**src/logic/lsu_pkg.sv**
```systemverilog
`default_nettype none

package lsu_pkg;

   localparam int ROB_WIDTH = 4;   // robid carries one wrap bit above this
   localparam int PRF_WIDTH = 6;

   typedef logic [2:0] funct3_t;

   // load widths
   localparam funct3_t F3_LB  = 3'b000;
   localparam funct3_t F3_LH  = 3'b001;
   localparam funct3_t F3_LW  = 3'b010;
   localparam funct3_t F3_LBU = 3'b100;
   localparam funct3_t F3_LHU = 3'b101;
   // store widths
   localparam funct3_t F3_SB  = 3'b000;
   localparam funct3_t F3_SH  = 3'b001;
   localparam funct3_t F3_SW  = 3'b010;

   typedef struct packed {
      logic [31:0]          pc;
      logic                 is_store;
      funct3_t              funct3;
      logic [31:0]          base;    // rs1
      logic [31:0]          value;   // rs2, store data
      logic [11:0]          imm;
      logic [PRF_WIDTH-1:0] prd;
      logic [ROB_WIDTH:0]   robid;
   } lsu_issue_t;

   typedef struct packed {
      logic                 valid;
      logic                 need_to_wb;   // low for stores
      logic [PRF_WIDTH-1:0] prd;
      logic [ROB_WIDTH:0]   robid;
      logic [31:0]          data;
   } lsu_wb_t;

   typedef struct packed {
      logic [31:0]        pc;
      logic [ROB_WIDTH:0] robid;
      logic [31:0]        addr;
      logic [31:0]        data;   // unshifted rs2
      funct3_t            funct3;
   } sq_entry_t;

   // true when a is younger than b, wrap bit flips the index compare
   function automatic logic rob_is_younger(input logic [ROB_WIDTH:0] a,
                                           input logic [ROB_WIDTH:0] b);
      return (a[ROB_WIDTH] ^ b[ROB_WIDTH]) ^ (a[ROB_WIDTH-1:0] > b[ROB_WIDTH-1:0]);
   endfunction

endpackage

`default_nettype wire

```
**src/logic/lsu_pipe.sv**
```systemverilog
`timescale 1ns/1ps
`default_nettype none

module lsu_pipe #(
   parameter int SQ_DEPTH = 4
) (
   input  wire                            clk,
   input  wire                            arst_n,
   input  wire                            issue_valid,
   input  lsu_pkg::lsu_issue_t            issue,
   input  wire                            flush_valid,
   input  wire [lsu_pkg::ROB_WIDTH:0]     flush_robid,
   output logic                           mem_issue_stall,
   input  wire [$clog2(SQ_DEPTH):0]       sq_left,
   output logic                           sq_alloc_valid,
   output lsu_pkg::sq_entry_t             sq_alloc,
   output logic [31:0]                    load_addr,
   input  wire                            fwd_hit,
   input  wire [31:0]                     fwd_data,
   input  wire                            fwd_conflict,
   output logic                           mem_read_req,
   output logic [31:0]                    mem_read_addr,
   input  wire                            mem_data_valid,
   input  wire [31:0]                     mem_data_resp,
   output lsu_pkg::lsu_wb_t               wb
);
   import lsu_pkg::*;

   logic [31:0]          agu_addr;
   logic                 reg_valid;
   lsu_issue_t           reg_op;
   logic [31:0]          reg_addr;
   logic                 need_alloc;
   logic                 load_wait;
   logic [31:0]          load_data;
   logic [31:0]          load_shifted;
   logic [31:0]          load_ext;
   logic                 wb_valid_q;
   logic                 wb_need_q;
   logic [PRF_WIDTH-1:0] wb_prd_q;
   logic [ROB_WIDTH:0]   wb_robid_q;
   logic [31:0]          wb_data_q;

   assign agu_addr = issue.base + {{20{issue.imm[11]}}, issue.imm};

   // issue pipe register
   always_ff @(posedge clk or negedge arst_n) begin
      if (!arst_n) begin
         reg_valid <= 1'b0;
      end else if (flush_valid) begin
         if (rob_is_younger(reg_op.robid, flush_robid))
            reg_valid <= 1'b0;   // older op just holds through the flush
      end else if (!mem_issue_stall) begin
         reg_valid <= issue_valid;
      end
   end

   always_ff @(posedge clk) begin
      if (!flush_valid && !mem_issue_stall) begin
         reg_op   <= issue;
         reg_addr <= agu_addr;
      end
   end

   // stall when the queue is full or load data is not there yet
   assign need_alloc      = reg_valid & reg_op.is_store & ~flush_valid;
   assign mem_read_req    = reg_valid & ~reg_op.is_store & ~flush_valid;
   assign mem_read_addr   = reg_addr;
   assign load_addr       = reg_addr;
   assign load_wait       = mem_read_req & (fwd_conflict | ~(fwd_hit | mem_data_valid));
   assign mem_issue_stall = (need_alloc & (sq_left == '0)) | load_wait;

   assign sq_alloc_valid  = need_alloc & ~mem_issue_stall;
   assign sq_alloc.pc     = reg_op.pc;
   assign sq_alloc.robid  = reg_op.robid;
   assign sq_alloc.addr   = reg_addr;
   assign sq_alloc.data   = reg_op.value;
   assign sq_alloc.funct3 = reg_op.funct3;

   // forwarded word wins over memory
   assign load_data    = fwd_hit ? fwd_data : mem_data_resp;
   assign load_shifted = load_data >> {reg_addr[1:0], 3'b000};

   always_comb begin
      case (reg_op.funct3)
         F3_LB:   load_ext = {{24{load_shifted[7]}}, load_shifted[7:0]};
         F3_LH:   load_ext = {{16{load_shifted[15]}}, load_shifted[15:0]};
         F3_LBU:  load_ext = {24'd0, load_shifted[7:0]};
         F3_LHU:  load_ext = {16'd0, load_shifted[15:0]};
         default: load_ext = load_data;   // LW
      endcase
   end

   // writeback register
   always_ff @(posedge clk or negedge arst_n) begin
      if (!arst_n) begin
         wb_valid_q <= 1'b0;
      end else if (flush_valid) begin
         if (rob_is_younger(wb_robid_q, flush_robid))
            wb_valid_q <= 1'b0;
      end else begin
         wb_valid_q <= reg_valid & ~mem_issue_stall;
      end
   end

   always_ff @(posedge clk) begin
      if (!flush_valid && !mem_issue_stall) begin
         wb_need_q  <= ~reg_op.is_store;
         wb_prd_q   <= reg_op.prd;
         wb_robid_q <= reg_op.robid;
         wb_data_q  <= load_ext;
      end
   end

   always_comb begin
      wb.valid      = wb_valid_q & ~flush_valid;   // held record shows after flush
      wb.need_to_wb = wb_need_q;
      wb.prd        = wb_prd_q;
      wb.robid      = wb_robid_q;
      wb.data       = wb_data_q;
   end

   // a store facing a full queue stays put in the pipe register
   a_no_alloc_when_full: assert property (
      @(posedge clk) disable iff (!arst_n)
      (need_alloc && sq_left == '0) |=> (reg_valid && $stable(reg_op))
   ) else $error("store left the pipe with no free queue entry");

   a_no_wb_on_stall: assert property (
      @(posedge clk) disable iff (!arst_n)
      (mem_read_req && mem_issue_stall) |=> !wb.valid
   ) else $error("load wrote back while stalled");

endmodule

`default_nettype wire

```
**config.mk**
```make
export PLATFORM = sky130hd
export DESIGN_NAME = lsu_pipe
export DESIGN_NICKNAME = d
export VERILOG_FILES = /design/src/logic/lsu_pkg.sv /design/src/logic/lsu_pipe.sv
export SDC_FILE = /design/constraint.sdc
export NUM_CORES = 1
export LEC_CHECK = 0
export BUFFER_PORTS_ARGS = -buffer_cell sky130_fd_sc_hd__buf_2
export CAP_MARGIN = 20
export CORE_AREA = 2 2 161 163
export DETAILED_ROUTE_END_ITERATION = 16
export DIE_AREA = 0 0 163 165
export GPL_TIMING_DRIVEN = 1
export PLACE_DENSITY_LB_ADDON = 0.1
export SLEW_MARGIN = 20
export SYNTH_ARGS = -nofsm -noshare
export SYNTH_HDL_FRONTEND = slang
export SYNTH_SLANG_ARGS = --single-unit
```
**constraint.sdc**
```tcl
create_clock -name clk -period 7.1 [get_ports clk]
set_clock_uncertainty 0.2 [all_clocks]
set_input_delay 1.065 -clock clk [delete_from_list [all_inputs] [get_ports clk]]
set_output_delay 1.065 -clock clk [all_outputs]
set_load 0.02 [all_outputs]
```
# == Yosys cells after proc, flatten, opt, wreduce, memory -nomap -nowiden ==
# Index checks and enable logic that the tools add are counted.
# op_classes
add_sub_neg,1
n_lt_le_gt_ge,2
mul,0
n_div,0
n_eq_ne,6
n_bitwise,20
shift,1
reduce_logical,6
mux,7
# ops
cell,count
$pmux W32 S4,1
$add A32 B32 Y32,1
$mux W32,1
$shr A32 B5 Y16,1
$and A1 B1 Y1,9
$gt A4 B4 Y1,2
$eq A3 B3 Y1 const B,2
$logic_not A3 Y1,2
$mux W1,5
$ne A2 B1 Y1 const B,2
$not A1 Y1,4
$xor A1 B1 Y1,4
$eq A3 B1 Y1 const B,1
$or A1 B1 Y1,3
$logic_not A1 Y1,2
$ne A2 B2 Y1 const B,1
$reduce_and A2 Y1,1
$logic_and A1 B1 Y1,1
# totals
romBits,0
mem_count,0
regBits,157
wordCells,56
mem_bits_rw,0
latchBits,0

# == Logic depth before layout (Yosys ltp) ==
# Gate-level depths: netlist of run 1.
# depth
word_depth,8
depth_mapped,8
ltp_nobuf,8

# == Worst setup path before layout of run 1 ==
# Ideal clock, no wire load.
# synth_path
kind,input to register
start,input port fwd_hit
end,register reg_addr[0] (netlist: load_addr[0]) (enable)
setup_time_ns,0.673
slack_ns,-2.168
path_buffers,2
arrival_ns,8.395
cell_stages,6
path_cell_list,buf_2 -> buf_2 -> nor2_1 -> o21ai_0 -> a21oi_1 -> nor2_1
# synth_via
elab_chain_cells,7
# synth_lines
element,line,rtl
from (decl),lsu_pipe.sv:18,"input wire fwd_hit,"
$or A1 B1 Y1,lsu_pipe.sv:70,assign load_wait = mem_read_req & (fwd_conflict | ~(fwd_hit | mem_data_valid));
$not A1 Y1,lsu_pipe.sv:70,
$or A1 B1 Y1,lsu_pipe.sv:70,
$and A1 B1 Y1,lsu_pipe.sv:70,
$or A1 B1 Y1,lsu_pipe.sv:71,assign mem_issue_stall = (need_alloc & (sq_left == '0)) | load_wait;
net mem_issue_stall,lsu_pipe.sv:13,"output logic mem_issue_stall,"
$logic_not A1 Y1,lsu_pipe.sv:59,if (!flush_valid && !mem_issue_stall) begin
$logic_and A1 B1 Y1,lsu_pipe.sv:59,
to (signal assigned),lsu_pipe.sv:61,reg_addr <= agu_addr;
to (decl),lsu_pipe.sv:32,logic [31:0] reg_addr;
# The timed path passes the listed nets, and every way through them passes these cells.
# A chain may end at the register's enable or synchronous reset.

# == Worst setup path after layout of run 1 ==
# layout_path
start,input port mem_data_valid
end,output port mem_issue_stall
# layout_via
elab_chain_cells,5
# layout_lines
element,line,rtl
from (decl),lsu_pipe.sv:23,"input wire mem_data_valid,"
$or A1 B1 Y1,lsu_pipe.sv:70,
$not A1 Y1,lsu_pipe.sv:70,
$or A1 B1 Y1,lsu_pipe.sv:70,
$and A1 B1 Y1,lsu_pipe.sv:70,
$or A1 B1 Y1,lsu_pipe.sv:71,
to (decl),lsu_pipe.sv:13,
# Every way passes these cells.

==> impl_results.md, run 1 <==
- Count of fill cells added during filler insertion: 2449
- Area of the die: 0.02690 sq mm
- Avg Synthesized Cell Area: 12.11 sq um
- Critical Path Fanout Max: 4
- Io pins: 418
- Initial antenna violation count: 3
- Fin util: 43.50%
- Clock root buffer: sky130_fd_sc_hd__clkbuf_16
- Leakage power: 0.004852 uW
- Cell depth of the worst flop-to-flop path: 3
- Endpoints failing hold: 0
- Tightest Pin Transition: 0.9725 ns
- Placed cell count: 1323
- Post-synth net total: 976
- Outcome: finished clean
- Crit path kind: input pin to primary output
- Multi-input combinational cell area: 0.002989 sq mm
- Global-route wire length before repair: 35.11 mm
- Post-layout min period: 3.516 ns
- Count of unique library cells instantiated by Yosys: 59
- Detailed placement HPWL: 19.59 mm
- Number of iterations in the first detailed-routing pass: 4
- RR Startpoint: sq_alloc[1]$_DFFE_PP_
- Clock latency of the later-clocked register in the worst-skew pair: 0.43 ns
- Max Slew Vio Count: 0
- Clock-pin slew on the worst setup and hold paths: 0.07 ns
- Final non-filler cell total: 1358
- Hold WC Path Type: input pin to asynchronous set/reset pin
- Reg area: 0.004705 sq mm
- Share of the clock period used by the worst path after layout: 49.53%
- Initial Util: 35.51%
- Kind of end point of the critical path: primary output
- Number of synthesized flops with an enable pin: 155
- GRT Residual Overflow: 0
- Maximum number of pins on one net before global-route repair: 45
- Placer Congestion: 0.8714
- Area delta synth->final: 22.52%
- Post-synthesis register bit count: 157
- Count of vias placed by the detailed router: 6512
- Drt first-iter violations: 374
- Total buffers and inverters traversed by the critical path: 2
- Via count of the first global-routing pass: 6167
- Power density cells: 250.1 mW/mm^2
- Cell types occupying the most area after synthesis: sky130_fd_sc_hd__edfxtp_1 (52%), sky130_fd_sc_hd__buf_4 (12%), sky130_fd_sc_hd__ha_1 (5.5%), sky130_fd_sc_hd__mux2i_1 (2.9%), sky130_fd_sc_hd__a21oi_1 (2.4%)
- Unrepaired setup endpoints after global routing: false
- Post-detailed-routing wire length: 24.86 mm
- Total clock sinks: 157
- H-tree depth reported by CTS: 4
- Top Family by Delay on Critical Path: compound AO/OA/AOI/OAI gates
- All-Layer GR Usage: 17.49%
- Number of setup buffers added after CTS: 0
- Slowest CP cell: sky130_fd_sc_hd__a21oi_1
- Gate count of the mapped netlist: 734
- Max IR drop VDD: 0.1082 mV
- Post-route antenna net violation count: 0
- Top_reg_cell synth: sky130_fd_sc_hd__edfxtp_1
- Maximum achievable frequency: 0.2844 GHz
- Wire length per cell: 18.30 um
- Register-to-register path setup slack: 4.16 ns
- R2r endpoint: wb_data_q[0]$_DFFE_PP_
- Final setup vio count: 0
- FP Rows: 58
- Fraction of synthesized cell area taken by the top area cell type: 52.36%
- Post_cts resized: 0
- Number of hold-repair buffers added at the cts stage: 0
- Warnings from Yosys: 0
- Worst stage delay on the critical path: 0.39 ns
- Count of nets after finishing: 1254
- Inserted Clock Buffers: 17
- Setup_tns: 0 ns
- Chip Width: 163 um
- Drc violations: 0
- Sequential area share after synthesis: 52.92%
- WP data arrival: 2.25 ns
- Critical path's most frequent cell: sky130_fd_sc_hd__buf_2
- Kind of start point of the critical path: input pin
- Maximum buffer depth of the clock tree: 2
- Clock tree from TritonCTS: yes
- Count of buffers from port buffering: 417
- Cells along the critical path: buf_2 > nor2_1 > o21ai_0 > a21oi_1 > buf_2
- Post-synthesis cell area: 0.008890 sq mm
- Post-synth ARST share: 1.274%
- Share of post-route cells with drive strength above 1: 46.83%
- Die Y-Extent: 165 um
- Endpoint required time on the critical path: 5.83 ns
- CORE AREA: 0.02504 sq mm
- Max-capacitance violation count: 0
- Cell type with the largest total area after synthesis: sky130_fd_sc_hd__edfxtp_1
- Slew Limit Headroom: 35.01%
- Avg Vias per Cell: 4.795
[Yosys cell counts, types with 4 or more instances]
library cell	count
sky130_fd_sc_hd__buf_2	5
sky130_fd_sc_hd__a21oi_1	43
sky130_fd_sc_hd__nand4_1	7
sky130_fd_sc_hd__a221o_1	5
sky130_fd_sc_hd__nand2b_1	8
sky130_fd_sc_hd__mux2_2	7
sky130_fd_sc_hd__nor2_1	23
sky130_fd_sc_hd__nor2b_1	8
sky130_fd_sc_hd__ha_1	39
sky130_fd_sc_hd__o21bai_1	4
sky130_fd_sc_hd__xor2_1	14
sky130_fd_sc_hd__nor3_1	9
sky130_fd_sc_hd__o21ai_0	36
sky130_fd_sc_hd__a21o_1	19
sky130_fd_sc_hd__a31oi_1	6
sky130_fd_sc_hd__clkbuf_1	17
sky130_fd_sc_hd__o21a_1	8
sky130_fd_sc_hd__inv_1	17
sky130_fd_sc_hd__o22ai_1	12
sky130_fd_sc_hd__a21boi_0	4
sky130_fd_sc_hd__mux4_2	8
sky130_fd_sc_hd__buf_4	137
sky130_fd_sc_hd__nand3_1	7
sky130_fd_sc_hd__and3_1	5
sky130_fd_sc_hd__a211oi_1	7
sky130_fd_sc_hd__nand2_1	35
sky130_fd_sc_hd__edfxtp_1	155
sky130_fd_sc_hd__mux2i_1	26
sky130_fd_sc_hd__xnor2_1	17
sky130_fd_sc_hd__o211ai_1	5
[cells by family after synthesis]
group           after synthesis  share of synthesized area, %
compound gates              173                         12.82
xor+xnor                     31                         3.054
fa+ha+maj                    40                         5.714
buf+inv                     180                         13.54
flops                       157                         52.92
mux                          41                         5.841
simple gates                112                         6.109
[how the worst max path moves through the flow]
stage | end | cells past startpoint | startpoint
global placement | load_addr[28]$_DFFE_PP_ | 9 | issue[11]
global route | mem_issue_stall | 5 | mem_data_valid
detailed placement | load_addr[28]$_DFFE_PP_ | 9 | issue[11]
finish | mem_issue_stall | 5 | mem_data_valid
CTS | mem_issue_stall | 5 | mem_data_valid
floorplan | load_addr[0]$_DFFE_PP_ | 6 | fwd_hit
[layer usage]
layer  wire length (um)  vias up  GRT usage, %
li1                   -     3154             -
met1               9836     3070         20.53
met2              12780      266         31.36
met3               1849       22         4.420
met4                390        0         5.591
met5                  0        -             0
[flip-flops by register name, summed over array words and instances, names as in the netlist]
name        count
load_addr      32
reg_op          7
reg_valid       1
sq_alloc       72
wb_data_q      32
wb_need_q       1
wb_prd_q        6
wb_robid_q      5
wb_valid_q      1
[per-stage QoR]
| stage | total power (uW) | cell area, sq um | hold WS (ns) | setup slack [ns] |
|---|---|---|---|---|
| detailed placement | 1841 | 10290 | 0.2045 | 3.163 |
| global placement | 1841 | 10290 | 0.2027 | 3.188 |
| finish | 2724 | 10890 | 0.2095 | 3.584 |
| floorplan | 1687 | 8892 | 0.2003 | 0.4665 |
| global route | 2852 | 10890 | 0.1886 | 3.475 |
| CTS | 2753 | 10880 | 0.1958 | 3.511 |
[area by class of cell]
type	instances	share of cell area, %
antenna	3	0.06893
clock buffer	17	3.906
clock inverter	15	1.539
inverter	18	0.6203
multi-input combinational	397	27.44
sequential	157	43.19
tap	330	3.791
timing repair buffer	421	19.44
[layout by cell type, fill, tap and decap left out, types with 4 or more instances in the layout]
cell	count
sky130_fd_sc_hd__a21boi_0	4
sky130_fd_sc_hd__xor2_1	14
sky130_fd_sc_hd__mux2_2	7
sky130_fd_sc_hd__buf_2	417
sky130_fd_sc_hd__nand4_1	7
sky130_fd_sc_hd__o21bai_1	4
sky130_fd_sc_hd__nand3_1	7
sky130_fd_sc_hd__a211oi_1	7
sky130_fd_sc_hd__o22ai_1	12
sky130_fd_sc_hd__o21ai_0	36
sky130_fd_sc_hd__ha_1	39
sky130_fd_sc_hd__inv_1	17
sky130_fd_sc_hd__o211ai_1	5
sky130_fd_sc_hd__xnor2_1	17
sky130_fd_sc_hd__clkbuf_16	17
sky130_fd_sc_hd__mux2i_1	26
sky130_fd_sc_hd__a21oi_1	43
sky130_fd_sc_hd__a21o_1	19
sky130_fd_sc_hd__nor2b_1	8
sky130_fd_sc_hd__mux4_2	8
sky130_fd_sc_hd__nand2_1	35
sky130_fd_sc_hd__nor3_1	9
sky130_fd_sc_hd__edfxtp_1	155
sky130_fd_sc_hd__nor2_1	22
sky130_fd_sc_hd__buf_4	4
sky130_fd_sc_hd__o21a_1	8
sky130_fd_sc_hd__a31oi_1	6
sky130_fd_sc_hd__inv_8	4
sky130_fd_sc_hd__nand2b_1	8
sky130_fd_sc_hd__and3_1	5
sky130_fd_sc_hd__a221o_1	5
sky130_fd_sc_hd__clkinv_8	4
[where the power goes]
part	total (uW)	internal, uW	switching [uW]
registers	1170	1120	44.3
logic	647	239	408
clock network	909	473	436
total	2720	1840	888
Note: power is estimated with default switching activity, not from simulation.
==> run 2, diff against run 1 <==
--- a/config.mk
+++ b/config.mk
@@ -7,9 +7,9 @@
 export LEC_CHECK = 0
 export BUFFER_PORTS_ARGS = -buffer_cell sky130_fd_sc_hd__buf_2
 export CAP_MARGIN = 20
-export CORE_AREA = 2 2 161 163
+export CORE_AREA = 2 2 163 165
 export DETAILED_ROUTE_END_ITERATION = 16
-export DIE_AREA = 0 0 163 165
+export DIE_AREA = 0 0 165 167
 export GPL_TIMING_DRIVEN = 1
 export PLACE_DENSITY_LB_ADDON = 0.1
 export SLEW_MARGIN = 20
==> constraint.sdc (replaced) <==
create_clock -name clk -period 3.5 [get_ports clk]
set_clock_uncertainty 0.2 [all_clocks]
set_input_delay 0.525 -clock clk [delete_from_list [all_inputs] [get_ports clk]]
set_output_delay 0.525 -clock clk [all_outputs]
set_load 0.02 [all_outputs]
==> impl_results.md, run 2 (same netlist as run 1, synthesis figures left out) <==
- Commonest non-fill, non-tap cell in the layout: sky130_fd_sc_hd__buf_2
- Clock latency of the later-clocked register in the worst-skew pair: 0.43 ns
- GRT Residual Overflow: 0
- Drc violations: 0
- Outcome: finished clean
- Clock tree from TritonCTS: yes
- Count of buffers from port buffering: 417
- Max Slew Vio Count: 0
- Total clock sinks: 157
- Leading cell types in the layout, fill and taps excluded: sky130_fd_sc_hd__buf_2 (417), sky130_fd_sc_hd__edfxtp_1 (155), sky130_fd_sc_hd__a21oi_1 (42)
- Clock-pin slew on the worst setup and hold paths: 0.08 ns
- Critical Path Fanout Max: 3
- Placer Congestion: 0.7891
- Top Family by Delay on Critical Path: compound AO/OA/AOI/OAI gates
- Drt first-iter violations: 390
- Share of post-route cells with drive strength above 1: 47.28%
- Flip-flop count of the largest register, all copies and words added: 72
- Post-layout min period: 2.807 ns
- Combinational share of power: 24.0%
- Worst stage delay on the critical path: 0.41 ns
- Initial antenna violation count: 2
- Detailed placement HPWL: 19.56 mm
- Area of the die: 0.02756 sq mm
- Global-route wire length before repair: 36.29 mm
- Wire length per cell: 18.32 um
- Unrepaired setup endpoints after global routing: false
- Power density cells: 507.6 mW/mm^2
- Net switching power: 1842 uW
- Number of setup buffers added after CTS: 0
- Via count of the first global-routing pass: 6314
- Sequential fraction of design power: 42.1%
- Internal power consumption: 3750 uW
- Count of nets after finishing: 1259
- Reg area: 0.004705 sq mm
- Endpoints failing hold: 0
- Endpoint required time on the critical path: 3.47 ns
- Switching Fraction: 32.94%
- Max-capacitance violation count: 0
- Maximum number of pins on one net before global-route repair: 105
- Kind of start point of the critical path: input pin
- WP data arrival: 2.78 ns
- Count of fill cells added during filler insertion: 2523
- CORE AREA: 0.02576 sq mm
- Kind of end point of the critical path: register
- Final standard cell area without fillers: 0.01102 sq mm
- Clock root buffer: sky130_fd_sc_hd__clkbuf_16
- Die Y-Extent: 167 um
- Multi-input combinational cell area: 0.003012 sq mm
- Final setup vio count: 0
- Inserted Clock Buffers: 17
- Portion of total power attributed to the clock network: 33.9%
- All-Layer GR Usage: 17.57%
- Maximum buffer depth of the clock tree: 2
- Initial Util: 34.51%
- Fin util: 42.77%
- Placed cell count: 1332
- Avg Vias per Cell: 4.827
- Post-detailed-placement cell area: 0.01039 sq mm
- Post-route antenna net violation count: 0
- Leakage power: 0.004895 uW
- FP Rows: 59
- Final non-filler cell total: 1366
- Chip Width: 165 um
- H-tree depth reported by CTS: 4
- Share of the clock period used by the worst path after layout: 80.19%
- Maximum achievable frequency: 0.3563 GHz
- Io pins: 418
- Count of vias placed by the detailed router: 6593
- Number of iterations in the first detailed-routing pass: 5
- Slew Limit Headroom: 42.73%
- Crit path kind: input pin to register
- Cells along the critical path: buf_2 > ha_1 > fa_1 > a21o_1 > a221oi_2 > o211ai_1 > a221o_1 > a311oi_2 > xnor2_1
- Slowest CP cell: sky130_fd_sc_hd__fa_1
- Post-detailed-routing wire length: 25.02 mm
- Max IR drop VDD: 0.2879 mV
- Area delta synth->final: 23.94%
- Total buffers and inverters traversed by the critical path: 1
- Tightest Pin Transition: 0.8533 ns
- Hold WC Path Type: input pin to register
## run 2: worst register-to-register path: stages (launching register included)
cell and delay, ns:
sky130_fd_sc_hd__edfxtp_1 0.81, sky130_fd_sc_hd__mux4_2 0.44, sky130_fd_sc_hd__nand2_1 0.10, sky130_fd_sc_hd__a21oi_1 0.10, sky130_fd_sc_hd__a21oi_1 0.13, sky130_fd_sc_hd__or3_1 0.45, sky130_fd_sc_hd__o21ai_0 0.21
## run 2: layout make-up
cell class	count	area share, %
Clock buffer	17	3.861
Timing Repair Buffer	426	19.92
Clock inverter	15	1.749
Multi-Input combinational cell	397	27.33
Antenna cell	1	0.02271
Tap cell	335	3.804
Sequential cell	157	42.70
Inverter	18	0.6132
## run 2: routing by layer
| metal | share of wire, % | GRT usage (%) | vias to the layer above |
|---|---|---|---|
| li1 | - | - | 3168 |
| met1 | 39 | 19.96 | 3141 |
| met2 | 53 | 32.55 | 261 |
| met3 | 6.8 | 3.512 | 21 |
| met4 | 1.6 | 5.633 | 2 |
| met5 | 0.052 | 0 | - |
## run 2: power groups by stage
stage | Sequential [uW] | Clock, uW | Combinational, uW
2_1_floorplan | 2510 | 0 | 908
4_1_cts | 2360 | 1970 | 1360
5_1_grt | 2380 | 2040 | 1450
3_5_place_dp | 2400 | 0 | 1350
6_report | 2360 | 1890 | 1340
3_3_place_gp | 2400 | 0 | 1350
## run 2: path summary, 6_finish.rpt
path | depth (start not counted) | slack, ns | endpoint | startpoint
worst max-delay path | 9 | 0.69 | load_addr[28]$_DFFE_PP_ | issue[11]
min in group asynchronous | 2 | 0.26 | wb_valid_q$_DFFE_PN0P_ | arst_n
worst min register to register | 0 | 0.23 | wb_prd_q[5]$_DFFE_PP_ | reg_op[10]$_DFFE_PP_
worst min-delay path | 1 | 0.06 | sq_alloc[102]$_DFFE_PP_ | issue[121]
max in group asynchronous | 2 | 2.74 | reg_valid$_DFFE_PN0P_ | arst_n
worst max register to register | 6 | 0.77 | wb_data_q[30]$_DFFE_PP_ | load_addr[1]$_DFFE_PP_
## run 2: per-stage QoR
stage | hold slack (ns) | TNS, ns | power [uW] | setup WS, ns
finish | 0.06150 | 0 | 5592 | 0.6933
floorplan | 0.02941 | -80.92 | 3422 | -0.5221
CTS | 0.03795 | 0 | 5688 | 0.6941
global route | 0.03626 | 0 | 5863 | 0.5412
global placement | 0.1147 | 0 | 3753 | 0.2518
detailed placement | 0.1174 | 0 | 3753 | 0.2284
## run 2: timing repair
action | in CTS | in global routing
hold buffers | 1 | 0
endpoints found under the hold margin | 2 | 0
gates resized for setup | 0 | 0
