File: config.mk
export PLATFORM = sky130hd
export DESIGN_NAME = store_queue
export DESIGN_NICKNAME = d
export VERILOG_FILES = /design/src/logic/lsu_pkg.sv /design/src/logic/store_queue.sv
export SDC_FILE = /design/constraint.sdc
export NUM_CORES = 1
export LEC_CHECK = 0
export BUFFER_PORTS_ARGS = -buffer_cell sky130_fd_sc_hd__clkbuf_2
export CORE_ASPECT_RATIO = 0.9
export CORE_UTILIZATION = 43
export CTS_CLUSTER_DIAMETER = 40
export DETAILED_ROUTE_END_ITERATION = 7
export PLACE_DENSITY = 0.71
export RECOVER_POWER = 25
export SLEW_MARGIN = 15
export SYNTH_ARGS = -nofsm -noshare
export SYNTH_HDL_FRONTEND = slang
export SYNTH_SLANG_ARGS = --single-unit
File: constraint.sdc
create_clock -name clk -period 10.8 [get_ports clk]
set_input_delay 1.08 -clock clk [delete_from_list [all_inputs] [get_ports clk]]
set_output_delay 1.08 -clock clk [all_outputs]
set_load 0.02 [all_outputs]
File: src/logic/lsu_pkg.sv
`default_nettype none

package lsu_pkg;

   localparam int ROB_WIDTH = 4;   // robid carries one wrap bit above this
   localparam int PRF_WIDTH = 6;

   typedef logic [2:0] funct3_t;

   // load widths
   localparam funct3_t F3_LB  = 3'b000;
   localparam funct3_t F3_LH  = 3'b001;
   localparam funct3_t F3_LW  = 3'b010;
   localparam funct3_t F3_LBU = 3'b100;
   localparam funct3_t F3_LHU = 3'b101;
   // store widths
   localparam funct3_t F3_SB  = 3'b000;
   localparam funct3_t F3_SH  = 3'b001;
   localparam funct3_t F3_SW  = 3'b010;

   typedef struct packed {
      logic [31:0]          pc;
      logic                 is_store;
      funct3_t              funct3;
      logic [31:0]          base;    // rs1
      logic [31:0]          value;   // rs2, store data
      logic [11:0]          imm;
      logic [PRF_WIDTH-1:0] prd;
      logic [ROB_WIDTH:0]   robid;
   } lsu_issue_t;

   typedef struct packed {
      logic                 valid;
      logic                 need_to_wb;   // low for stores
      logic [PRF_WIDTH-1:0] prd;
      logic [ROB_WIDTH:0]   robid;
      logic [31:0]          data;
   } lsu_wb_t;

   typedef struct packed {
      logic [31:0]        pc;
      logic [ROB_WIDTH:0] robid;
      logic [31:0]        addr;
      logic [31:0]        data;   // unshifted rs2
      funct3_t            funct3;
   } sq_entry_t;

   // true when a is younger than b, wrap bit flips the index compare
   function automatic logic rob_is_younger(input logic [ROB_WIDTH:0] a,
                                           input logic [ROB_WIDTH:0] b);
      return (a[ROB_WIDTH] ^ b[ROB_WIDTH]) ^ (a[ROB_WIDTH-1:0] > b[ROB_WIDTH-1:0]);
   endfunction

endpackage

`default_nettype wire

File: src/logic/store_queue.sv
`timescale 1ns/1ps
`default_nettype none

module store_queue #(
   parameter int SQ_DEPTH = 4
) (
   input  wire                        clk,
   input  wire                        arst_n,
   input  wire                        alloc_valid,
   input  lsu_pkg::sq_entry_t         alloc,
   output logic [$clog2(SQ_DEPTH):0]  sq_left,
   input  wire [31:0]                 load_addr,
   output logic                       fwd_hit,
   output logic [31:0]                fwd_data,
   output logic                       fwd_conflict,
   input  wire                        flush_valid,
   input  wire [lsu_pkg::ROB_WIDTH:0] flush_robid,
   input  wire                        commit_store,
   output logic                       mem_write_valid,
   output logic [31:0]                mem_write_addr,
   output logic [31:0]                mem_write_data,
   output logic [3:0]                 mem_write_be
);
   import lsu_pkg::*;

   localparam int PTR_W = $clog2(SQ_DEPTH);

   sq_entry_t        entries [SQ_DEPTH];
   logic [PTR_W:0]   head;   // extra bit tells full from empty
   logic [PTR_W:0]   tail;
   logic [PTR_W:0]   count;
   logic [PTR_W:0]   keep;   // entries surviving a flush
   logic [PTR_W-1:0] age_idx [SQ_DEPTH];
   logic             match_found;
   logic [PTR_W-1:0] match_idx;
   sq_entry_t        head_entry;
   logic             do_commit;

   assign count   = tail - head;
   assign sq_left = (PTR_W+1)'(SQ_DEPTH) - count;

   // slot of the i-th oldest entry
   always_comb begin
      for (int i = 0; i < SQ_DEPTH; i++)
         age_idx[i] = head[PTR_W-1:0] + PTR_W'(i);
   end

   // youngest entry on the same word, later slots override
   always_comb begin
      match_found = 1'b0;
      match_idx   = '0;
      for (int i = 0; i < SQ_DEPTH; i++) begin
         if (i < count && entries[age_idx[i]].addr[31:2] == load_addr[31:2]) begin
            match_found = 1'b1;
            match_idx   = age_idx[i];
         end
      end
   end

   assign fwd_hit      = match_found & (entries[match_idx].funct3 == F3_SW);
   assign fwd_conflict = match_found & (entries[match_idx].funct3 != F3_SW);
   assign fwd_data     = entries[match_idx].data;

   // entries are in age order, so the younger ones form the tail end
   always_comb begin
      keep = '0;
      for (int i = 0; i < SQ_DEPTH; i++) begin
         if (i < count && !rob_is_younger(entries[age_idx[i]].robid, flush_robid))
            keep = (PTR_W+1)'(i + 1);
      end
   end

   assign do_commit = commit_store & (count != '0);

   always_ff @(posedge clk or negedge arst_n) begin
      if (!arst_n) begin
         head <= '0;
         tail <= '0;
      end else begin
         if (do_commit)
            head <= head + 1'b1;
         if (flush_valid)
            tail <= head + keep;   // truncate back past younger stores
         else if (alloc_valid)
            tail <= tail + 1'b1;
      end
   end

   always_ff @(posedge clk) begin
      if (alloc_valid && !flush_valid)
         entries[tail[PTR_W-1:0]] <= alloc;
   end

   // drain head into a byte-lane write
   assign head_entry      = entries[head[PTR_W-1:0]];
   assign mem_write_valid = do_commit;
   assign mem_write_addr  = head_entry.addr;
   assign mem_write_data  = head_entry.data << {head_entry.addr[1:0], 3'b000};

   always_comb begin
      case (head_entry.funct3)
         F3_SB:   mem_write_be = 4'b0001 << head_entry.addr[1:0];
         F3_SH:   mem_write_be = 4'b0011 << head_entry.addr[1:0];
         default: mem_write_be = 4'b1111;
      endcase
   end

   a_no_commit_empty: assert property (
      @(posedge clk) disable iff (!arst_n)
      commit_store |-> (count != '0)
   ) else $error("commit with an empty store queue");

   a_no_alloc_full: assert property (
      @(posedge clk) disable iff (!arst_n)
      alloc_valid |-> (count != (PTR_W+1)'(SQ_DEPTH))
   ) else $error("allocation into a full store queue");

endmodule

`default_nettype wire

## Word level (Yosys, flattened, before mapping)

Memory sizes are Yosys's and may differ from the RTL's.
Index checks and enable logic that the tools add are counted.

- Output and inout port bits: 106
- Bits in writable memories: 416
- Bits in latches: 0
- Memories: 1
- Register bits after elaboration: 6
- ROM bits: 0
- Input bits: 146
- Logic and storage cells: 74

- $mul: 0
- Div/mod/pow operators: 0
- Reductions and logical operators: 17
- Muxes and demuxes: 17
- Bitwise gates (word level): 11
- Add/subtract/negate cells: 8
- Shift operators: 3
- $lt $le $gt $ge: 8
- Equality and inequality tests: 7

Memory list:

| name | words | bits a word | rd ports | clocked after Yosys merged registers in | write ports | line | source |
|---|---|---|---|---|---|---|---|
| entries | 4 | 104 | 5 | 0 | 1 | store_queue.sv:28 | `sq_entry_t entries [SQ_DEPTH];` |

Operators with widths:

| cell | count |
|---|---|
| $eq A30 B30 Y1 | 4 |
| $shl A32 B5 Y32 | 1 |
| $gt A4 B4 Y1 | 4 |
| $mux W3 | 5 |
| $logic_and A1 B1 Y1 | 9 |
| $mux W2 | 4 |
| $pmux W4 S2 | 1 |
| $xor A1 B1 Y1 | 8 |
| $mux W1 | 7 |
| $add A3 B1 Y3 const B | 2 |
| $lt A1 B3 Y1 const A | 2 |
| $lt A2 B3 Y1 const A | 2 |
| $logic_not A1 Y1 | 5 |
| $add A2 B2 Y2 const B | 2 |
| $shl A1 B2 Y4 const A | 1 |
| $shl A2 B2 Y4 const A | 1 |
| $add A3 B3 Y3 | 1 |
| $and A1 B1 Y1 | 3 |
| $eq A3 B1 Y1 const B | 1 |
| $eq A3 B2 Y1 const B | 1 |
| $logic_not A3 Y1 | 1 |
| $ne A3 B2 Y1 const B | 1 |
| $reduce_bool A3 Y1 | 1 |
| $sub A3 B3 Y3 | 1 |
| other kinds (3) | 3 |

## Depth between registers and ports, before layout

Gate-level depths: netlist of run 1.
An unclocked memory read counts as a cell.

- Depth after elaboration: 11
- Depth in mapped cells: 27
- Depth with buffers taken out: 19

## Least setup slack after synthesis of run 1

No wires, ideal clock.

- Path type: flip-flop to flip-flop
- From: reg head[0]
- To: reg tail[2]
- Path buffers: 9
- Clock period less this slack: 5.279 ns
- Stages on the path, launching flop included: 25
- Setup time: 0.123 ns
- Path slack: 5.521 ns
- Arrival time: 5.156 ns
- Data required time: 10.677 ns
- Cells stage by stage: dfrtp_1 > buf_6 > buf_6 > buf_8 > buf_4 > buf_4 > buf_4 > buf_2 > clkbuf_1 > buf_1 > mux4_2 > ha_1 > nor2b_1 > o21ai_0 > nand2b_1 > a21oi_1 > a41oi_1 > xnor2_1 > nor2_1 > a21oi_1 > or2_2 > fa_1 > xnor2_1 > xnor2_1 > a21oi_1

- Longest elaborated chain between the ends: 11
- Elaborated cells between the ends (all ways): 35
- Classes of those cells: add/sub (5); order compare (8); mux (5); bitwise (8); reduce/logical (8); memory (1)

Ends and longest elaborated chain:

| item | line | source |
|---|---|---|
| start, declared | store_queue.sv:29 | `logic [PTR_W:0] head;` |
| start signal, assigned | store_queue.sv:81 | `head <= head + 1'b1;` |
| $add A2 B1 Y2 / $mem_v2 Z4 W104 (equally long branches) | - |  |
| $mem_v2 Z4 W104 (tied with other cells) | - |  |
| $gt A4 B4 Y1 / $xor A1 B1 Y1 (equally long branches) | lsu_pkg.sv:51 | `return (a[ROB_WIDTH] ^ b[ROB_WIDTH]) ^ (a[ROB_WIDTH-1:0] > b[ROB_WIDTH-1:0]);` |
| $xor A1 B1 Y1 / $logic_not A1 Y1 (equally long branches) | lsu_pkg.sv:51, store_queue.sv:68 |  |
| $logic_not A1 Y1 / $logic_and A1 B1 Y1 (equally long branches) | store_queue.sv:68 | `if (i < count && !rob_is_younger(entries[age_idx[i]].robid, flush_robid))` |
| $logic_and A1 B1 Y1 / $mux W1 (equally long branches) | store_queue.sv:68 |  |
| $mux W3 (3 in series) | store_queue.sv:68 |  |
| $add A3 B3 Y3 (*) | store_queue.sv:83 | `tail <= head + keep;` |
| $mux W3 (*) | store_queue.sv:82 | `if (flush_valid)` |
| end signal, assigned | store_queue.sv:83 |  |
| end signal, assigned | store_queue.sv:85 | `tail <= tail + 1'b1;` |
| end, declared | store_queue.sv:30 | `logic [PTR_W:0] tail;` |

Every way passes the cells marked *; elsewhere a longest branch is shown, timed or not.
A chain may end at the register's enable or synchronous reset.

==> results.py, run 1 <==
metrics = {
    "clock_tree": {
        "post-cts-setup-buffers": 0,
        "cts_buffer_depth": 3,
        "clockRootBuffer": "clkbuf_16",
        "cts.sinks": 294,
        "hold_buffers": 0,
        "cts.clk_slew.worst_paths_ps": 50,
        "htree_levels": 2,
        "cts_resized": 0,
        "cts_tree": "done",
        "clkLatencyLatePin_ps": 580,
        "cts_buffers": 51,
    },
    "synth": {
        "synth-seq-cells": 294,
        "synth_warnings": 0,
        "synth_edf_count": 288,
        "ys.flop_type": "edfxtp_1",
        "ys_types": 65,
        "syn_area_mm2": 0.0195,
        "avgSynthCellArea_um2": 12.8,
        "syn_nets": 1700,
        "syn_inst": 1527,
        "seq_area_frac_synth": 0.452,
        "async_flop_share": 0.0204,
    },
    "pwr": {
        "powerDensity_mw_per_mm2": 301,
        "p_total_w": 0.00677,
        "intPower_w": 0.00393,
        "p_leak_nw": 7.70,
        "sequentialPowerShare": 0.229,
        "p_switching_w": 0.00284,
        "ir_worst_vdd_mv": 0.274,
        "swShare": 0.419,
        "combPwrFrac": 0.531,
        "clkPwrFrac": 0.240,
    },
    "timing": {
        "finalMaxSlewViolations": 0,
        "period_needed_ps": 8370,
        "fmax_mhz": 120,
        "max_slew_margin": 0.352,
        "rsz0062_at_grt": "no",
        "setup-tns-final_ps": 0,
        "hold_slack_ps": 384,
        "setup_viol": 0,
        "timing.final.crit_share": 0.775,
        "worst_pin_slew_ps": 972,
        "finClkSkew_ps": 15.9,
        "finalHoldViolations": 0,
    },
    "global_route": {
        "grt_util_met3": 0.0549,
        "met1_usage": 0.328,
        "busiest_layer": "met2",
        "grt.overflow.total": 0,
        "grt_pass1_wl_mm": 82.5,
        "met2_usage": 0.361,
        "grt_max_degree": 112,
        "track_usage": 0.236,
        "antenna_found_initial": 9,
        "grt_pass1_vias": 13600,
    },
    "placement": {
        "gp_congestion": 0.947,
        "dp_hpwl_mm": 36.5,
        "dpl_cell_area_mm2": 0.0208,
        "numPortBuffers": 217,
    },
    "hold_path": {
        "hp-class": "in2async",
    },
    "detailed_routing": {
        "drt_first_pass_iters": 5,
        "wirelength_mm": 55.2,
        "vias": 14600,
        "wire_per_inst_um": 23.8,
        "drt_iter0_drc": 1686,
        "via_per_inst": 6.30,
        "route.detailed.drc": 0,
        "postRouteAntennaNets": 0,
    },
    "layout": {
        "nets": 1842,
        "area_growth_pct": 15.5,
        "final_area_mm2": 0.0225,
        "drive_gt1_frac": 0.260,
        "fin_util": 0.507,
    },
    "outcome": {
        "status": "completed",
    },
    "worst_setup_path": {
        "cp.arrival_ps": 7290,
        "crit_path_start_kind": "register",
        "endpoint_kind": "primary output",
        "path_max_fanout": 67,
        "critical_path_class": "reg2out",
        "ff2ff_path_depth": 15,
        "cp.required_ps": 9720,
    },
    "floorplan": {
        "dieHeight_um": 204,
        "num_rows": 73,
        "die_w_um": 226,
        "start_util": 0.439,
        "coreArea_mm2": 0.0444,
        "dieArea_mm2": 0.0462,
        "ios": 252,
    },
    "flow_run": {
        "maxCapViolations": 0,
    },
}
==> layout make-up <==
class	count	area, µm²
clock inverter	40	442
antenna	2	5.00
multi-input combinational	1068	9950
clock buffer	56	1310
inverter	16	60.1
tap	600	751
timing repair buffer	238	1200
fill	3767	21900
sequential	294	8810
==> per-layer routing <==
metal,routed length (µm),part of all wire
met1,22700,0.41
met2,25300,0.46
met3,5430,0.098
met4,1710,0.031
met5,68,0.0012
==> flip-flops by register name, summed over array words and instances, names as in the netlist <==
signal	cells
tail	3
head	3
entries	288
==> worst paths after layout <==
| path | end | slack, ps | from |
|---|---|---|---|
| hold / removal | head[0] | 380 | arst_n |
| hold reg to reg | head[2] | 560 | head[2] |
| setup / recovery | fwd_data[16] | 2430 | head[0] |
| setup reg to reg | tail[2] | 6130 | head[0] |
| min in group clk | head[2] | 560 | head[2] |
| max in group asynchronous | head[1] | 10110 | arst_n |
==> through the flow <==
step	instances	setup WS, ps
3_5_place_dp	2216	3100
2_1_floorplan	1527	5520
3_3_place_gp	2216	3150
6_report	2314	2430
5_1_grt	2312	1970
4_1_cts	2312	2420
==> Yosys cell counts (all sizes together) (20+ instances only) <==
cell,number,share of area
nand4,21,0.0067
buf,69,0.021
o221a,32,0.018
clkbuf,80,0.015
nand2,43,0.0083
xnor2,110,0.049
nor3,129,0.033
xor2,20,0.0090
mux4,143,0.17
ha,25,0.016
o31ai,35,0.014
edfxtp,288,0.44
o21ai,90,0.023
a21oi,55,0.014
nor2,33,0.0064
or3,64,0.021
mux2i,144,0.074
==> logic make-up (layout without fill, tap and decap cells) <==
kind of cell,after synthesis,in the layout,synth area share
AO/OA/AOI/OAI,268,268,0.0939
XOR/XNOR,131,131,0.0596
adder cells (fa/ha/maj),27,27,0.0181
buffers and inverters,165,350,0.0399
flip-flops,294,294,0.452
multiplexers,290,290,0.241
other,0,2,0
AND/OR/NAND/NOR,352,352,0.0959
==> layout by cell type, fill, tap and decap left out, types with 32 or more instances in the layout <==
cell type    n
edfxtp_1   288
clkbuf_2   171
mux2i_1    144
mux4_2     143
nor3_1     128
xnor2_1    110
o21ai_0     88
or3_1       63
a21oi_1     55
clkbuf_16   51
clkbuf_1    50
nand2_1     43
o31ai_1     34
nor2_1      32
==> power by group through the flow <==
stage	Sequential, W	Clock, W	Combinational [W]
finish	0.00155	0.00162	0.00359
global route	0.00157	0.00169	0.00383
CTS	0.00155	0.00165	0.00358
detailed placement	0.00157	0	0.00356
global placement	0.00156	0	0.00352
floorplan	0.00148	0	0.00276
==> worst max-delay path: stages (launching register included) <==
cell	delay, ps
dfrtp_4	950
ha_4	570
buf_4	620
mux2i_1	300
o22ai_1	310
or4_1	160
nor3_1	40
o2111ai_1	500
or2_2	200
buf_4	640
and3_2	890
buf_4	540
mux2i_1	300
a21oi_1	110
o221a_1	280
clkbuf_2	180
Note: power is estimated with default switching activity, not from simulation.
==> run 2, diff against run 1 <==
- PLACE_DENSITY: 0.71 -> 0.74
- clock period: 10.8 -> 6.8 ns (I/O delays scaled with it)
==> run 2 against run 1 <==
Net effect:
- clock-buffer cell count is the same
- power increased by 61%
- global-route usage rose by 0.65 points
- flip-flop and latch count is the same
- core utilization is 0.093 points higher
- final cell count about the same
- non-clock buffer count is 6 higher
- clock skew is 4.7 ps lower
==> results.py, run 2 (synthesis gave the netlist of run 1 again) <==
metrics = {
    "placement": {
        "gp_congestion": 0.938,
        "dp_hpwl_mm": 36.8,
        "dpl.cell_count": 2218,
        "numPortBuffers": 217,
    },
    "timing": {
        "rsz0062_at_grt": "no",
        "max_slew_margin": 0.362,
        "hold_slack_ps": 335,
        "finClkSkew_ps": 11.2,
        "period_needed_ps": 6600,
        "timing.final.crit_share": 0.970,
        "finalMaxSlewViolations": 0,
        "worst_pin_slew_ps": 957,
        "setup_viol": 0,
        "finalHoldViolations": 0,
        "setup-tns-final_ps": 0,
        "fmax_mhz": 152,
    },
    "global_route": {
        "grt_pass1_vias": 14100,
        "grt.overflow.total": 0,
        "grt_pass1_wl_mm": 85.1,
        "track_usage": 0.242,
        "grt_max_degree": 184,
        "antenna_found_initial": 8,
    },
    "clock_tree": {
        "cts.clk_slew.worst_paths_ps": 50,
        "htree_levels": 2,
        "clkLatencyLatePin_ps": 570,
        "cts.sinks": 294,
        "cts_buffer_depth": 3,
        "clockRootBuffer": "clkbuf_16",
        "cts_tree": "done",
        "cts_buffers": 48,
    },
    "pwr": {
        "ir_worst_vdd_mv": 0.342,
        "p_total_w": 0.0109,
        "powerDensity_mw_per_mm2": 482,
        "p_leak_nw": 7.69,
    },
    "detailed_routing": {
        "drt_first_pass_iters": 5,
        "postRouteAntennaNets": 0,
        "drt_iter0_drc": 1716,
        "wire_per_inst_um": 24.6,
        "route.detailed.drc": 0,
        "vias": 14700,
        "wirelength_mm": 57.1,
        "via_per_inst": 6.33,
    },
    "floorplan": {
        "ios": 252,
        "dieArea_mm2": 0.0462,
        "start_util": 0.439,
        "dieHeight_um": 204,
        "die_w_um": 226,
        "num_rows": 73,
        "coreArea_mm2": 0.0444,
    },
    "worst_setup_path": {
        "endpoint_kind": "primary output",
        "cp.arrival_ps": 5920,
        "cp.required_ps": 6120,
        "crit_path_start_kind": "register",
        "critical_path_class": "reg2out",
        "path_max_fanout": 65,
    },
    "layout": {
        "mostFrequentLayoutCell": "edfxtp_1",
        "fillerInstances": 3848,
        "final_cell_mix": "288 x edfxtp_1, 169 x clkbuf_2, 144 x mux2i_1",
        "largest_reg_flops": 288,
        "area_growth_pct": 15.8,
        "multi_input_area_mm2": 0.00995,
        "drive_gt1_frac": 0.259,
        "regArea_mm2": 0.00881,
        "nets": 1845,
        "final_cells": 2316,
    },
    "flow_run": {
        "maxCapViolations": 0,
    },
    "outcome": {
        "status": "completed",
    },
    "hold_path": {
        "hp-class": "in2reg",
    },
}
run 2: cell count changes in the layout (fill, tap and decap cells not counted), sizes merged:
cell / change
clkbuf: +1
dlygate4sd3: +1
clkinv: -8
clkinvlp: +2
diode: +2
buf: +4
run 2: worst paths after layout:
check | startpoint | endpoint | slack, ps | cells past startpoint
worst min-delay path | alloc[61] | entries[2][61] | 330 | 1
max in group asynchronous | arst_n | head[0] | 6120 | 2
worst min register to register | head[2] | head[2] | 570 | 1
worst max register to register | head[0] | tail[2] | 1930 | 16
min in group asynchronous | arst_n | head[1] | 490 | 2
worst max-delay path | head[0] | fwd_data[23] | 200 | 15
run 2: area by class of cell:
type / instances / area share
clock inverters: 34 / 0.0170
multi-input cells: 1068 / 0.441
clock buffers: 56 / 0.0555
repair buffers: 244 / 0.0595
diodes: 4 / 0.000444
inverters: 16 / 0.00266
well taps: 600 / 0.0333
flip-flops and latches: 294 / 0.390
run 2: through the flow:
step | util | area, µm² | setup slack, ps
detailed placement | 0.470 | 20900 | 561
CTS | 0.508 | 22500 | 9.82
floorplan | - | 19500 | 1520
finish | 0.508 | 22600 | 201
global route | 0.508 | 22500 | 29.1
global placement | 0.470 | 20900 | 647
run 2: critical path, cell delays in order, from the launching register on:
cell	delay, ps
dfrtp_4	610
ha_4	560
buf_4	320
mux2i_1	180
o2bb2ai_1	160
a2111oi_0	580
o2111ai_1	200
or4_1	550
or2_2	370
buf_4	370
nand3_1	190
buf_6	320
nor3_1	100
o31ai_1	300
o221a_1	290
clkbuf_2	200
run 2: metal layers:
layer,track usage,vias up,wire length [µm]
li1,-,6428,-
met1,0.329,7336,23200
met2,0.378,784,26500
met3,0.0588,116,5610
met4,0.0854,6,1770
met5,0,-,31
run 2: what timing repair did:
action,in CTS,in global routing
gates resized for setup,0,3
setup buffers,1,1
hold endpoints to repair,6,0
cloned,0,1
setup endpoints to repair,15,31
pin swaps,1,1
hold buffers,1,0
run 2: where the power goes:
group / switching (W) / internal (W)
clock: 0.000930 / 0.00154
combinational: 0.00350 / 0.00252
sequential: 0.000156 / 0.00222
total: 0.00458 / 0.00628
==> run 3, diff against run 2 <==
- clock period: 6.8 -> 5.8 ns (I/O delays scaled with it)
==> run 3 against run 2 <==
Net effect:
- non-clock buffer count increased by 27
- setup slack worse by 30 ps
- first-iteration DRC count grew 0.35%
- die area unchanged
- clock-buffer cell count grew 1
- routed wire length rose by 1.7%
- final area grew 2.6%
- critical path depth rose by 1
- sequential share of layout area fell by 1.0 points
- sequential power grew 17%
==> results.py, run 3 (synthesis gave the netlist of run 1 again) <==
metrics = {
    "timing": {
        "setup_viol": 0,
        "finalMaxSlewViolations": 0,
        "finClkSkew_ps": 15.4,
        "period_needed_ps": 5630,
        "timing.final.crit_share": 0.971,
        "fin_ws_ps": 171,
        "worst_pin_slew_ps": 1040,
        "max_slew_margin": 0.307,
        "fmax_mhz": 178,
        "finalHoldViolations": 0,
        "setup-tns-final_ps": 0,
        "hold_slack_ps": 236,
    },
    "floorplan": {
        "coreArea_mm2": 0.0444,
        "dieArea_mm2": 0.0462,
        "start_util": 0.439,
        "num_rows": 73,
        "dieHeight_um": 204,
        "die_w_um": 226,
        "ios": 252,
    },
    "placement": {
        "numPortBuffers": 217,
        "gp_congestion": 0.908,
        "dp_slack_ps": 316,
        "dp_hpwl_mm": 37.0,
    },
    "worst_setup_path": {
        "crit_path_start_kind": "register",
        "crit_buf_inv": 5,
        "path_max_fanout": 18,
        "critical_path_class": "reg2out",
        "reg2reg_from": "head[0]",
        "path_delay_family": "simple AND/OR/NAND/NOR gates",
        "path_cells": "ha_4 -> buf_4 -> buf_4 -> buf_4 -> mux2i_2 -> o22ai_1 -> or4_1 -> o31ai_1 -> nand4_1 -> or3_2 -> and3_4 -> buf_4 -> mux2i_1 -> a21oi_1 -> o221a_1 -> clkbuf_2",
        "critical-path-max-stage-delay_ps": 570,
        "cpMostUsedCell": "buf_4",
        "cp-startpoint": "head[0]",
        "endpoint_kind": "primary output",
        "crit_slowest_cell": "dfrtp_4",
        "cp.arrival_ps": 5050,
        "cp.required_ps": 5220,
    },
    "layout": {
        "fin_util": 0.521,
        "nets": 1874,
        "largest_reg_flops": 288,
        "mostFrequentLayoutCell": "edfxtp_1",
        "drive_gt1_frac": 0.282,
        "final_cell_mix": "288 x edfxtp_1, 170 x clkbuf_2, 143 x mux4_2",
        "area_growth_pct": 18.8,
    },
    "detailed_routing": {
        "drt_iter0_drc": 1722,
        "via_per_inst": 6.37,
        "wirelength_mm": 58.0,
        "postRouteAntennaNets": 0,
        "route.detailed.drc": 0,
        "wire_per_inst_um": 24.7,
        "drt_first_pass_iters": 6,
        "vias": 15000,
    },
    "clock_tree": {
        "cts_tree": "done",
        "cts_buffers": 50,
        "clkLatencyLatePin_ps": 580,
        "htree_levels": 2,
        "clockRootBuffer": "clkbuf_16",
        "cts.clk_slew.worst_paths_ps": 50,
        "cts.sinks": 294,
        "cts_buffer_depth": 3,
    },
    "global_route": {
        "antenna_found_initial": 10,
        "grt_max_degree": 112,
        "grt.overflow.total": 0,
        "grt_pass1_vias": 14300,
        "grt_pass1_wl_mm": 85.7,
        "track_usage": 0.245,
    },
    "pwr": {
        "intPower_w": 0.00768,
        "clkPwrFrac": 0.230,
        "p_leak_nw": 7.95,
        "ir_worst_vdd_mv": 0.344,
        "sequentialPowerShare": 0.212,
        "swShare": 0.415,
        "combPwrFrac": 0.558,
        "p_total_w": 0.0131,
        "p_switching_w": 0.00545,
        "powerDensity_mw_per_mm2": 567,
    },
    "hold_path": {
        "hp-class": "in2reg",
        "hp-start": "alloc[66]",
    },
    "outcome": {
        "status": "completed",
    },
    "flow_run": {
        "maxCapViolations": 0,
    },
}
==> run 3: cell count changes in the layout (fill, tap and decap cells not counted), moves of 4 or more <==
cell       previous run  this run
buf_12                4        11
buf_4                18        31
clkbuf_1             55        49
clkbuf_16            50        57
clkinv_1              1         6
inv_6                10         6
mux2i_1             144       137
mux2i_2               0         7
==> run 3: stage by stage <==
step / instances / instance area, µm²
floorplan: 1527 / 19500
global placement: 2227 / 21000
detailed placement: 2227 / 21000
CTS: 2334 / 23000
global route: 2344 / 23100
finish: 2347 / 23100
==> run 3: layout make-up <==
class | instances | area, µm²
antenna | 5 | 12.5
inverter | 16 | 60.1
clock inverter | 36 | 390
multi-input combinational | 1068 | 10000
clock buffer | 57 | 1350
tap | 600 | 751
fill | 3767 | 21200
sequential | 294 | 8810
timing repair buffer | 271 | 1750
==> run 3: timing repair <==
item | CTS | global route
endpoints found under the setup margin | 34 | 34
pin swaps | 2 | 2
resized for setup | 6 | 23
cloned | 1 | 4
endpoints found under the hold margin | 6 | 0
hold buffers | 1 | 0
buffers inserted | 12 | 4
==> run 3: path summary, 6_finish.rpt <==
path                       slack, ps        endpoint  cells past startpoint
max in group asynchronous       5210         head[0]                      2
hold / removal                   240  entries[3][66]                      1
hold reg to reg                  580         head[2]                      1
setup / recovery                 170    fwd_data[21]                     16
min in group asynchronous        410         head[1]                      2
setup reg to reg                1300         tail[2]                     18
==> run 3: worst reg2reg max path, cell delays in order, from the launching register on <==
cell	delay [ps]
dfrtp_4	570
ha_4	370
buf_4	150
buf_16	170
buf_4	260
mux4_2	570
ha_1	310
nor2b_1	130
o21ai_0	140
nand2b_1	70
a21oi_1	140
a41oi_1	70
xnor2_1	190
nor2_1	90
or2_2	340
fa_1	400
xnor2_1	170
xnor2_1	140
a21oi_1	90
==> run 3: layer usage <==
layer / part of all wire / track usage
met5: 0.0014 / 0
met4: 0.033 / 0.0888
met3: 0.11 / 0.0627
met2: 0.47 / 0.378
met1: 0.39 / 0.333
==> run 3: power by group through the flow <==
stage	registers (W)	logic, W	clock network [W]
finish	0.00278	0.00733	0.00301
global route	0.00281	0.00780	0.00314
CTS	0.00277	0.00715	0.00305
detailed placement	0.00280	0.00684	0
global placement	0.00278	0.00676	0
floorplan	0.00275	0.00514	0
